**src/dpm_map_pkg.sv**
```systemverilog
// Address map is fixed at elaboration; ranges assume bound >= base and RAM windows that are power-of-two aligned
package dpm_map_pkg;

    // --------------------------------------------------
    // Word and address widths
    localparam int word_width     = 32;
    localparam int addr_width     = 10;
    localparam int mem_addr_width = 8;

    // --------------------------------------------------
    // Memory ranges in the global address space
    localparam int mem_a_read_base_addr   = 0;
    localparam int mem_a_read_bound_addr  = 255;
    localparam int mem_a_write_base_addr  = 0;
    localparam int mem_a_write_bound_addr = 255;

    localparam int mem_b_read_base_addr   = 0;
    localparam int mem_b_read_bound_addr  = 255;
    localparam int mem_b_write_base_addr  = 0;
    localparam int mem_b_write_bound_addr = 255;

    // ALU write data lags its address by this many cycles
    localparam int write_retime_stages = 1;

    typedef logic [word_width-1:0]     word_t;
    typedef logic [addr_width-1:0]     addr_t;
    typedef logic [mem_addr_width-1:0] mem_addr_t;

    // Write address with its I/O flag, retimed as one unit
    typedef struct packed {
        addr_t addr;
        logic  is_io;
    } waddr_t;

endpackage

```
**src/dpm_io_pkg.sv**
```systemverilog
// I/O window sits at the top of the address space and must not overlap any RAM write range
package dpm_io_pkg;

    // --------------------------------------------------
    // Port window
    localparam int io_port_count      = 4;
    localparam int io_port_base_addr  = 1020;
    localparam int io_port_addr_width = 2;

    // One write enable per port, at most one set at a time
    typedef logic [io_port_count-1:0] io_sel_t;

    // One data word per port
    typedef dpm_map_pkg::word_t [io_port_count-1:0] io_word_array_t;

endpackage

```
**src/io_predication.sv**
```systemverilog
// Purely combinational I/O window decode; flags are valid in the same cycle as the addresses
`timescale 1ns/10ps

module io_predication (
    input  dpm_map_pkg::addr_t read_addr_a,
    input  dpm_map_pkg::addr_t read_addr_b,
    input  dpm_map_pkg::addr_t write_addr_a,
    input  dpm_map_pkg::addr_t write_addr_b,
    output logic               read_is_io_a,
    output logic               read_is_io_b,
    output logic               write_is_io_a,
    output logic               write_is_io_b
);

    // --------------------------------------------------
    // Window test shared by all four addresses

    // Offset from the window base, negative when below it
    function automatic logic is_io_addr(input dpm_map_pkg::addr_t addr);
        int offset;
        offset = int'(addr) - dpm_io_pkg::io_port_base_addr;
        return (offset >= 0) && (offset < dpm_io_pkg::io_port_count);
    endfunction

    // --------------------------------------------------
    // Read side

    always_comb begin
        read_is_io_a = is_io_addr(read_addr_a);
        read_is_io_b = is_io_addr(read_addr_b);
    end

    // --------------------------------------------------
    // Write side
    // Flags travel with the write address through the retiming stage

    always_comb begin
        write_is_io_a = is_io_addr(write_addr_a);
        write_is_io_b = is_io_addr(write_addr_b);
    end

endmodule

```
**config.mk**
```make
export PLATFORM = sky130hd
export DESIGN_NAME = io_predication
export DESIGN_NICKNAME = d
export VERILOG_FILES = /design/src/dpm_map_pkg.sv /design/src/dpm_io_pkg.sv /design/src/io_predication.sv
export SDC_FILE = /design/constraint.sdc
export NUM_CORES = 1
export LEC_CHECK = 0
export BUFFER_PORTS_ARGS = -buffer_cell sky130_fd_sc_hd__buf_4
export CORE_AREA = 4 4 41 43
export DETAILED_ROUTE_END_ITERATION = 10
export DIE_AREA = 0 0 45 47
export PLACE_DENSITY = 0.61
export SETUP_SLACK_MARGIN = 0.4
export SYNTH_ARGS = -nofsm -noshare
export SYNTH_HDL_FRONTEND = slang
export SYNTH_SLANG_ARGS = --single-unit
export TNS_END_PERCENT = 100
```
**constraint.sdc**
```tcl
create_clock -name vclk -period 0.8
set_input_delay 0.08 -clock vclk [all_inputs]
set_output_delay 0.08 -clock vclk [all_outputs]
set_load 0.02 [all_outputs]
```
* Word level (Yosys, flattened, before mapping) *
Index checks and enable logic that the tools add are counted.

operators by class
  $lt $le $gt $ge = 8
  reductions and logical operators = 4
  add/sub/neg operators = 4

operator list
  kind                    count
  $ge 11x1->1 const B     4
  $lt 11x4->1 const B     4
  $sub 10x10->11 const B  4
  $logic_and 1x1->1       4

word-level totals
  bits in registers = 0
  input port bits = 40
  output and inout port bits = 4

* Longest topological paths before layout *
Gate-level depths: netlist of run 1.

  word-level depth = 3
  mapped depth = 3
  depth with buffers taken out = 3

* Worst setup path after synthesis of run 1 *
Ideal clock, no wire load.

  path type = input to output
  start point = input read_addr_a[2]
  end point = output read_is_io_a
  arrival time = 884 ps
  path buffers = 0
  slack = -164 ps
  required time = 720 ps
  cell stages on the path = 2
  path through = ha_1 > nor4b_2

between the ends
  cells in the longest elaborated chain, start to end = 3
  elaborated cells on any way between the ends = 4
  classes of those cells = add/sub (1); order compare (2); reduce/logical (1)

RTL lines
  what                                        line                  text
  start, declared                             io_predication.sv:5   input dpm_map_pkg::addr_t read_addr_a,
  $sub 10x10->11 (*)                          io_predication.sv:21  offset = int'(addr) - dpm_io_pkg::io_port_base_addr;
  $ge 11x1->1 or $lt 11x4->1 (tied branches)  io_predication.sv:22  return (offset >= 0) && (offset < dpm_io_pkg::io_port_count);
  $logic_and 1x1->1 (*)                       io_predication.sv:22
  end, declared                               io_predication.sv:9   output logic read_is_io_a,

Mark *: on every way between the ends. The rest lies on a longest branch, timed or not.

* Worst setup path after layout of run 1 *
  start point = input read_addr_b[3]
  end point = output read_is_io_b

between the ends
  cells in the longest elaborated chain, start to end = 3
  elaborated cells on any way between the ends = 4
  classes of those cells = add/sub (1); order compare (2); reduce/logical (1)

RTL lines
  what                                        line                  text
  start, declared                             io_predication.sv:6   input dpm_map_pkg::addr_t read_addr_b,
  $sub 10x10->11 (*)                          io_predication.sv:21
  $ge 11x1->1 or $lt 11x4->1 (tied branches)  io_predication.sv:22
  $logic_and 1x1->1 (*)                       io_predication.sv:22
  end, declared                               io_predication.sv:10  output logic read_is_io_b,

Marked as above.

==> impl_metrics.yaml, run 1 <==
power_and_ir_drop:
  netSwitchingFraction: 0.3257
  power_uw: 240.2
  power.share.sequential: 0
  power.static_leakage_nw: 0.2960
  clock_power_share: 0
  internal_power_uw: 162.0
  power.switching_uw: 78.22
  ir_worst_vdd_v: 0.0001548
  cellPowerDensity_nw_per_um2: 353.5
  combinational_cell_fraction_of_total_power: 1.000
global_routing:
  largest_net_degree_at_the_start_of_global_routing: 4
  first_pass_grt_wire_length_um: 1221
  grt_antenna_before_repair: 0
  global_route.overflow_total: 0
  grt_pass1_vias: 304
  track_usage: 0.07238
placed_design:
  gp_congestion: 0.6349
  pre_cts_slack_ns: -0.2228
  portBuffers: 36
yosys:
  gate_count_of_the_mapped_netlist: 20
  synth_compound_area_frac: 0
  syn-mean-instance-area_um2: 10.51
  synth_top_family_by_area: "simple AND/OR/NAND/NOR gates"
  synth_area_leader: "sky130_fd_sc_hd__ha_1"
  ys_top_cells_by_area: "sky130_fd_sc_hd__ha_1 48%, sky130_fd_sc_hd__nor4b_2 29%, sky130_fd_sc_hd__nand4_1 24%"
  ys.warnings.count: 0
  post_synth_fa_ha_maj_area_fraction: 0.4762
  post_synth_simple_gate_area: 0.5238
  synth_top_cell_area_share: 0.4762
  xor_xnor_fraction_of_synth_area: 0
  synth_cell_type_count: 3
  synth_common_cells: "8 x sky130_fd_sc_hd__ha_1, 8 x sky130_fd_sc_hd__nand4_1, 4 x sky130_fd_sc_hd__nor4b_2"
  yosys-mux-area-fraction: 0
  mappedNetlistArea_um2: 210.2
  synth_nets: 68
  seq_area_frac_synth: 0
route:
  via_per_inst: 4.366
  number_of_optimization_iterations_in_the_first_detailed_route_pass: 1
  drt_wl_total_um: 815
  drtIter0Drc: 0
  drc_markers: 0
  antenna_violating_nets_post_route: 0
  post_drt_wl_per_cell_um: 11.48
  vias: 310
finish:
  layout-drive-gt1-share: 0.8571
  fin_util: 0.5221
  clkbuf_count: 0
  flops_and_latches: 0
  finish.net_count: 106
  syn_to_final_growth_pct: 223.2
  antenna_cells_inserted: 0
  regArea_um2: 0
critical_path:
  setup.worst_path.class: "input pin to output port"
  setup.worst_path.start_class: "input pin"
  critical_path.max_fanout: 3
  crit_arrival_ns: 0.86
  worst_setup_path_startpoint: "read_addr_b[3]"
  cp_data_required_time_ns: 0.72
  kind_of_end_point_of_the_critical_path: "output port"
floorplan:
  fp.dieArea_um2: 2115
  die_width_um: 45
  placementRows: 13
  i_o_pins: 44
  core_um2: 1301
  chipHeight_um: 47
  initial_core_utilization: 0.1615
run:
  drv_cap: 0
sta:
  setup_tns_ns: -0.5300
  post-route-min-period_ns: 0.9398
  timing.final.max_slew_violations: 0
  post-route-period-util: 1.175
  timing_hold_violations_final: 0
  unrepaired_setup_endpoints_after_global_routing: "true"
  tightestPinTransition_ns: 0.1869
  timing.final.setup_violations: 4
  max_freq_mhz: 1064
  slew-limit-headroom: 0.8749
  setup_slack_ns: -0.1398
clock_network:
  ctsHoldBuffers: 0
  post-cts-setup-buffer-count: 0
run_status:
  outcome: "complete, but fails checks"
  violations: "negative setup slack"
worst_hold_path:
  hold_start: "write_addr_a[9]"
  hold_path.class: "input pin to output port"
-- worst max-delay path: stages --
cell	delay (ns)
sky130_fd_sc_hd__buf_8	0.11
sky130_fd_sc_hd__ha_4	0.24
sky130_fd_sc_hd__nor4b_4	0.26
sky130_fd_sc_hd__buf_4	0.18
-- final cells by class --
class / instances / area (µm²)
timing repair buffer: 36 / 315.3
fill: 122 / 621.8
tap: 15 / 18.77
multi-input combinational: 20 / 345.3
-- placed cells by master, fill, tap and decap left out --
cell type	instances
sky130_fd_sc_hd__buf_4	28
sky130_fd_sc_hd__buf_6	4
sky130_fd_sc_hd__buf_8	4
sky130_fd_sc_hd__ha_4	8
sky130_fd_sc_hd__nand4_1	8
sky130_fd_sc_hd__nor4b_4	4
-- worst paths after layout --
check	to	slack, ns	cells past startpoint
max	read_is_io_b	-0.14	4
min	write_is_io_a	0.53	3
-- cells by family (layout without fill, tap and decap cells) --
group / after synthesis / after routing
simple gates: 12 / 12
fa+ha+maj: 8 / 8
buf+inv: 0 / 36
-- timing repair --
item                                    4_1_cts  5_1_grt
endpoints found under the setup margin        4        4
pin swaps                                     9        0
gates resized for setup                      12        0
hold endpoints to repair                      0        0
-- power groups by stage --
stage          sequential, mW  clock [mW]  combinational (mW)
3_3_place_gp                0           0               0.218
5_1_grt                     0           0               0.259
4_1_cts                     0           0               0.244
3_5_place_dp                0           0               0.221
6_report                    0           0               0.240
2_1_floorplan               0           0              0.0624
-- per-layer routing --
metal	vias to the layer above	track usage	share of wire
met4	0	0	0
met2	19	0.1130	0.47
met1	134	0.1101	0.42
met5	-	0	0
li1	157	-	-
met3	0	0.01149	0.11
-- metrics by stage --
step	hold slack, ns	area (µm²)	cells
2_1_floorplan	0.2907	345.3	20
3_3_place_gp	0.5315	634.4	71
3_5_place_dp	0.5306	634.4	71
4_1_cts	0.5339	679.4	71
5_1_grt	0.5411	679.4	71
6_report	0.5296	679.4	71
Note: power is estimated with default switching activity, not from simulation.
==> run 2: changes to the inputs <==
PLACE_DENSITY = 0.59   (was 0.61)
clock period = 1.1 ns   (was 0.8 ns; I/O delays follow)
==> run 2 against run 1 <==
Against the previous run: the flow now finishes without violations; setup slack better by 0.24 ns; first-iteration DRC count up 1; utilization unchanged; final cell count unchanged; critical endpoint is now write_is_io_b; critical path type unchanged.
==> impl_metrics.yaml, run 2 (same netlist as run 1, synthesis figures left out) <==
run_status:
  outcome: "finished, final reports clean"
finish:
  fin_util: 0.5221
  num-fill-cells: 122
  layout-drive-gt1-share: 0.8571
  clkbuf_count: 0
  flops_and_latches: 0
  regArea_um2: 0
  post-route-cell-area_um2: 679.4
  syn_to_final_growth_pct: 223.2
  commonest_cells_after_routing_fill_and_taps_aside: "28 x sky130_fd_sc_hd__buf_4, 8 x sky130_fd_sc_hd__nand4_1, 8 x sky130_fd_sc_hd__ha_4"
  multi_input_comb_area_um2: 345.3
  antenna_cells_inserted: 0
  layout.cells.most_common: "sky130_fd_sc_hd__buf_4"
  finish.net_count: 106
floorplan:
  die_width_um: 45
  core_um2: 1301
  fp.dieArea_um2: 2115
  i_o_pins: 44
  chipHeight_um: 47
  initial_core_utilization: 0.1615
  placementRows: 13
sta:
  setup_tns_ns: 0
  timing_hold_violations_final: 0
  unrepaired_setup_endpoints_after_global_routing: "true"
  post-route-min-period_ns: 0.9995
  slew-limit-headroom: 0.8766
  tightestPinTransition_ns: 0.1843
  holdWs_ns: 0.5899
  timing.final.max_slew_violations: 0
  post-route-period-util: 0.9087
  timing.final.setup_violations: 0
  max_freq_mhz: 1000
worst_hold_path:
  worst_hold_path.endpoint: "write_is_io_a"
  min_delay_path_depth: 3
  hold_path.class: "input pin to output port"
  hold_start: "write_addr_a[9]"
placed_design:
  detailed_place.area_um2: 634.4
  detailed_place_hpwl_um: 803.6
  gp_congestion: 0.6296
  portBuffers: 36
route:
  number_of_optimization_iterations_in_the_first_detailed_route_pass: 2
  vias: 310
  drc_markers: 0
  drtIter0Drc: 1
  via_per_inst: 4.366
  antenna_violating_nets_post_route: 0
  post_drt_wl_per_cell_um: 11.76
  drt_wl_total_um: 835
global_routing:
  global_route.overflow_total: 0
  grt_pass1_vias: 331
  track_usage: 0.08183
  largest_net_degree_at_the_start_of_global_routing: 4
  grt_antenna_before_repair: 0
  first_pass_grt_wire_length_um: 1352
critical_path:
  slowest_stage: "sky130_fd_sc_hd__nor4b_4"
  setup.worst_path.start_class: "input pin"
  crit_arrival_ns: 0.89
  cp_data_required_time_ns: 0.99
  crit_buf_inv: 2
  setup.worst_path.class: "input pin to output port"
  kind_of_end_point_of_the_critical_path: "output port"
  critical-path-top-delay-family: "buffers and inverters"
  worst_path_largest_cell_delay_ns: 0.25
  critical_path.max_fanout: 3
  critical_path.cell_chain: "buf_8 > ha_4 > nor4b_4 > buf_4"
power_and_ir_drop:
  power_uw: 176.3
  power.switching_uw: 58.15
  power.share.sequential: 0
  cellPowerDensity_nw_per_um2: 259.4
  power.static_leakage_nw: 0.2960
  combinational_cell_fraction_of_total_power: 1.000
  internal_power_uw: 118.1
  netSwitchingFraction: 0.3299
  ir_worst_vdd_v: 0.0001089
  clock_power_share: 0
run:
  drv_cap: 0
clock_network:
  post-cts-setup-buffer-count: 0
  ctsHoldBuffers: 0
-- run 2: cell counts in the layout (fill, tap and decap cells not counted) --
No cell type changed its count.
-- run 2: worst max path at each step --
stage	start	endpoint	slack, ns	cells after the start
after floorplan	write_addr_a[2]	write_is_io_a	0.23	3
after global placement	read_addr_a[2]	read_is_io_a	0.04	5
after detailed placement	write_addr_b[2]	write_is_io_b	0.04	5
after CTS	write_addr_b[3]	write_is_io_b	0.09	4
after global routing	read_addr_a[3]	read_is_io_a	0.05	4
final	write_addr_b[3]	write_is_io_b	0.10	4
-- run 2: area by class of cell --
| class | instances | share of cell area |
|---|---|---|
| Tap cell | 15 | 0.02762 |
| Timing Repair Buffer | 36 | 0.4641 |
| Multi-Input combinational cell | 20 | 0.5083 |
-- run 2: power groups by stage --
stage	clock, mW	combinational [mW]	sequential (mW)
CTS	0	0.180	0
global route	0	0.192	0
global placement	0	0.159	0
finish	0	0.176	0
detailed placement	0	0.163	0
floorplan	0	0.0454	0
-- run 2: repair_timing --
item | CTS | global route
endpoints found under the setup margin | 4 | 4
pin swaps | 9 | 0
hold endpoints to repair | 0 | 0
resized for setup | 12 | 0
-- run 2: layer usage --
metal,vias up,wire length (µm),GRT usage
li1,156,-,-
met1,136,265,0.09888
met2,18,456,0.1497
met3,0,112,0.02682
met4,0,0,0
met5,-,0,0
-- run 2: through the flow --
stage                     std cells  worst slack (ns)
final                            71            0.1005
after global routing             71           0.05066
after CTS                        71           0.09314
after detailed placement         71           0.03981
after global placement           71           0.03559
after floorplan                  20            0.2278
==> run 3: changes to the inputs <==
--- a/config.mk
+++ b/config.mk
@@ -10,5 +10,5 @@
 export DETAILED_ROUTE_END_ITERATION = 10
 export DIE_AREA = 0 0 45 47
-export PLACE_DENSITY = 0.59
+export MAX_ROUTING_LAYER = met4
 export SETUP_SLACK_MARGIN = 0.4
 export SYNTH_ARGS = -nofsm -noshare
==> constraint.sdc (replaced) <==
create_clock -name vclk -period 1.1
set_input_delay 0.11 -clock vclk [all_inputs]
set_output_delay 0.11 -clock vclk [all_outputs]
set_load 0.1 [all_outputs]
==> run 3 against run 2 <==
Against the previous run: utilization is 1.2 points higher; setup slack worse by 0.098 ns; fmax is 8.9% lower; global-route usage increased by 0.75 points; via count grew 2.6%; largest cell class unchanged; first-iteration DRC count grew to 5.0 times the previous value.
==> impl_metrics.yaml, run 3 (same netlist as run 1, synthesis figures left out) <==
clock_network:
  ctsHoldBuffers: 0
  post-cts-setup-buffer-count: 0
sta:
  post-route-period-util: 0.9980
  tightestPinTransition_ns: 0.2020
  timing.final.setup_violations: 0
  timing_hold_violations_final: 0
  setup_slack_ns: 0.002237
  slew-limit-headroom: 0.8648
  timing.final.max_slew_violations: 0
  post-route-min-period_ns: 1.098
  unrepaired_setup_endpoints_after_global_routing: "true"
  max_freq_mhz: 910.9
critical_path:
  kind_of_end_point_of_the_critical_path: "output port"
  crit_arrival_ns: 0.99
  setup.worst_path.start_class: "input pin"
  setup.worst_path.class: "input pin to output port"
  critical_path.max_fanout: 3
  cp_data_required_time_ns: 0.99
finish:
  layout-drive-gt1-share: 0.8571
  commonest_cells_after_routing_fill_and_taps_aside: "24 x sky130_fd_sc_hd__buf_4, 8 x sky130_fd_sc_hd__nand4_1, 8 x sky130_fd_sc_hd__ha_4, 8 x sky130_fd_sc_hd__buf_6"
  regArea_um2: 0
  syn_to_final_growth_pct: 230.4
  antenna_cells_inserted: 0
  layout.cells.most_common: "sky130_fd_sc_hd__buf_4"
  post-route-cell-area_um2: 694.4
  post_layout_instance_count_excluding_filler_cells: 71
  clkbuf_count: 0
  finish.net_count: 106
  flops_and_latches: 0
route:
  vias: 318
  drc_markers: 0
  drtIter0Drc: 5
  antenna_violating_nets_post_route: 0
  via_per_inst: 4.479
  post_drt_wl_per_cell_um: 12.59
  drt_wl_total_um: 894
  number_of_optimization_iterations_in_the_first_detailed_route_pass: 3
floorplan:
  fp.dieArea_um2: 2115
  placementRows: 13
  i_o_pins: 44
  core_um2: 1301
  die_width_um: 45
  initial_core_utilization: 0.1615
  chipHeight_um: 47
run_status:
  outcome: "finished, final reports clean"
global_routing:
  grt_pass1_vias: 355
  global_route.overflow_total: 0
  grt_antenna_before_repair: 0
  track_usage: 0.08936
  first_pass_grt_wire_length_um: 1421
  largest_net_degree_at_the_start_of_global_routing: 4
run:
  drv_cap: 0
worst_hold_path:
  worst_hold_path.endpoint: "write_is_io_a"
  hold_path.class: "input pin to output port"
  min_delay_path_depth: 3
  hold_start: "write_addr_a[9]"
power_and_ir_drop:
  power_uw: 178.8
  cellPowerDensity_nw_per_um2: 257.5
  ir_worst_vdd_v: 0.0001541
  power.static_leakage_nw: 0.2988
placed_design:
  portBuffers: 36
  pre_cts_slack_ns: -0.1144
  gp_congestion: 0.6401
  detailed_place.area_um2: 634.4
  post-place-cells: 71
[run 3: cell counts in the layout (fill, tap and decap cells not counted)]
Identical to the previous run, type by type.
[run 3: what timing repair did]
item | CTS | global route
pin swaps | 8 | 0
setup endpoints to repair | 4 | 4
gates resized for setup | 16 | 0
[run 3: layout make-up]
class,instances,area [µm²]
Multi-Input combinational cell,20,345.3
Tap cell,15,18.77
Fill cell,120,606.8
Timing Repair Buffer,36,330.3
[run 3: worst max-delay path, cell delays in order]
cell,delay [ns]
sky130_fd_sc_hd__buf_8,0.11
sky130_fd_sc_hd__ha_4,0.24
sky130_fd_sc_hd__nor4b_4,0.27
sky130_fd_sc_hd__buf_6,0.26
[run 3: through the flow]
step | utilization | TNS (ns) | hold slack [ns]
2_1_floorplan | - | -1.869 | 0.4305
3_3_place_gp | 0.4875 | -0.4083 | 0.6636
3_5_place_dp | 0.4875 | -0.4139 | 0.6648
4_1_cts | 0.5337 | -0.01892 | 0.6235
5_1_grt | 0.5337 | -0.08703 | 0.6264
6_report | 0.5337 | 0 | 0.6209
[run 3: how the worst max path moves through the flow]
stage,cells after the start,endpoint,slack (ns),from
after global placement,5,read_is_io_a,-0.11,read_addr_a[2]
after global routing,4,read_is_io_b,-0.03,read_addr_b[3]
after detailed placement,5,write_is_io_a,-0.11,write_addr_a[2]
final,4,write_is_io_b,0.002,write_addr_b[3]
after CTS,4,read_is_io_a,-0.007,read_addr_a[3]
after floorplan,3,write_is_io_a,-0.48,write_addr_a[2]
[run 3: metal layers]
metal | wire [µm] | vias up | track usage
li1 | - | 156 | -
met1 | 335 | 144 | 0.1146
met2 | 496 | 18 | 0.1667
met3 | 62 | 0 | 0
met4 | 0 | 0 | 0
met5 | 0 | - | -
[run 3: where the power goes]
| part | switching (mW) | internal [mW] |
|---|---|---|
| registers | 0 | 0 |
| logic | 0.0600 | 0.119 |
| clock network | 0 | 0 |
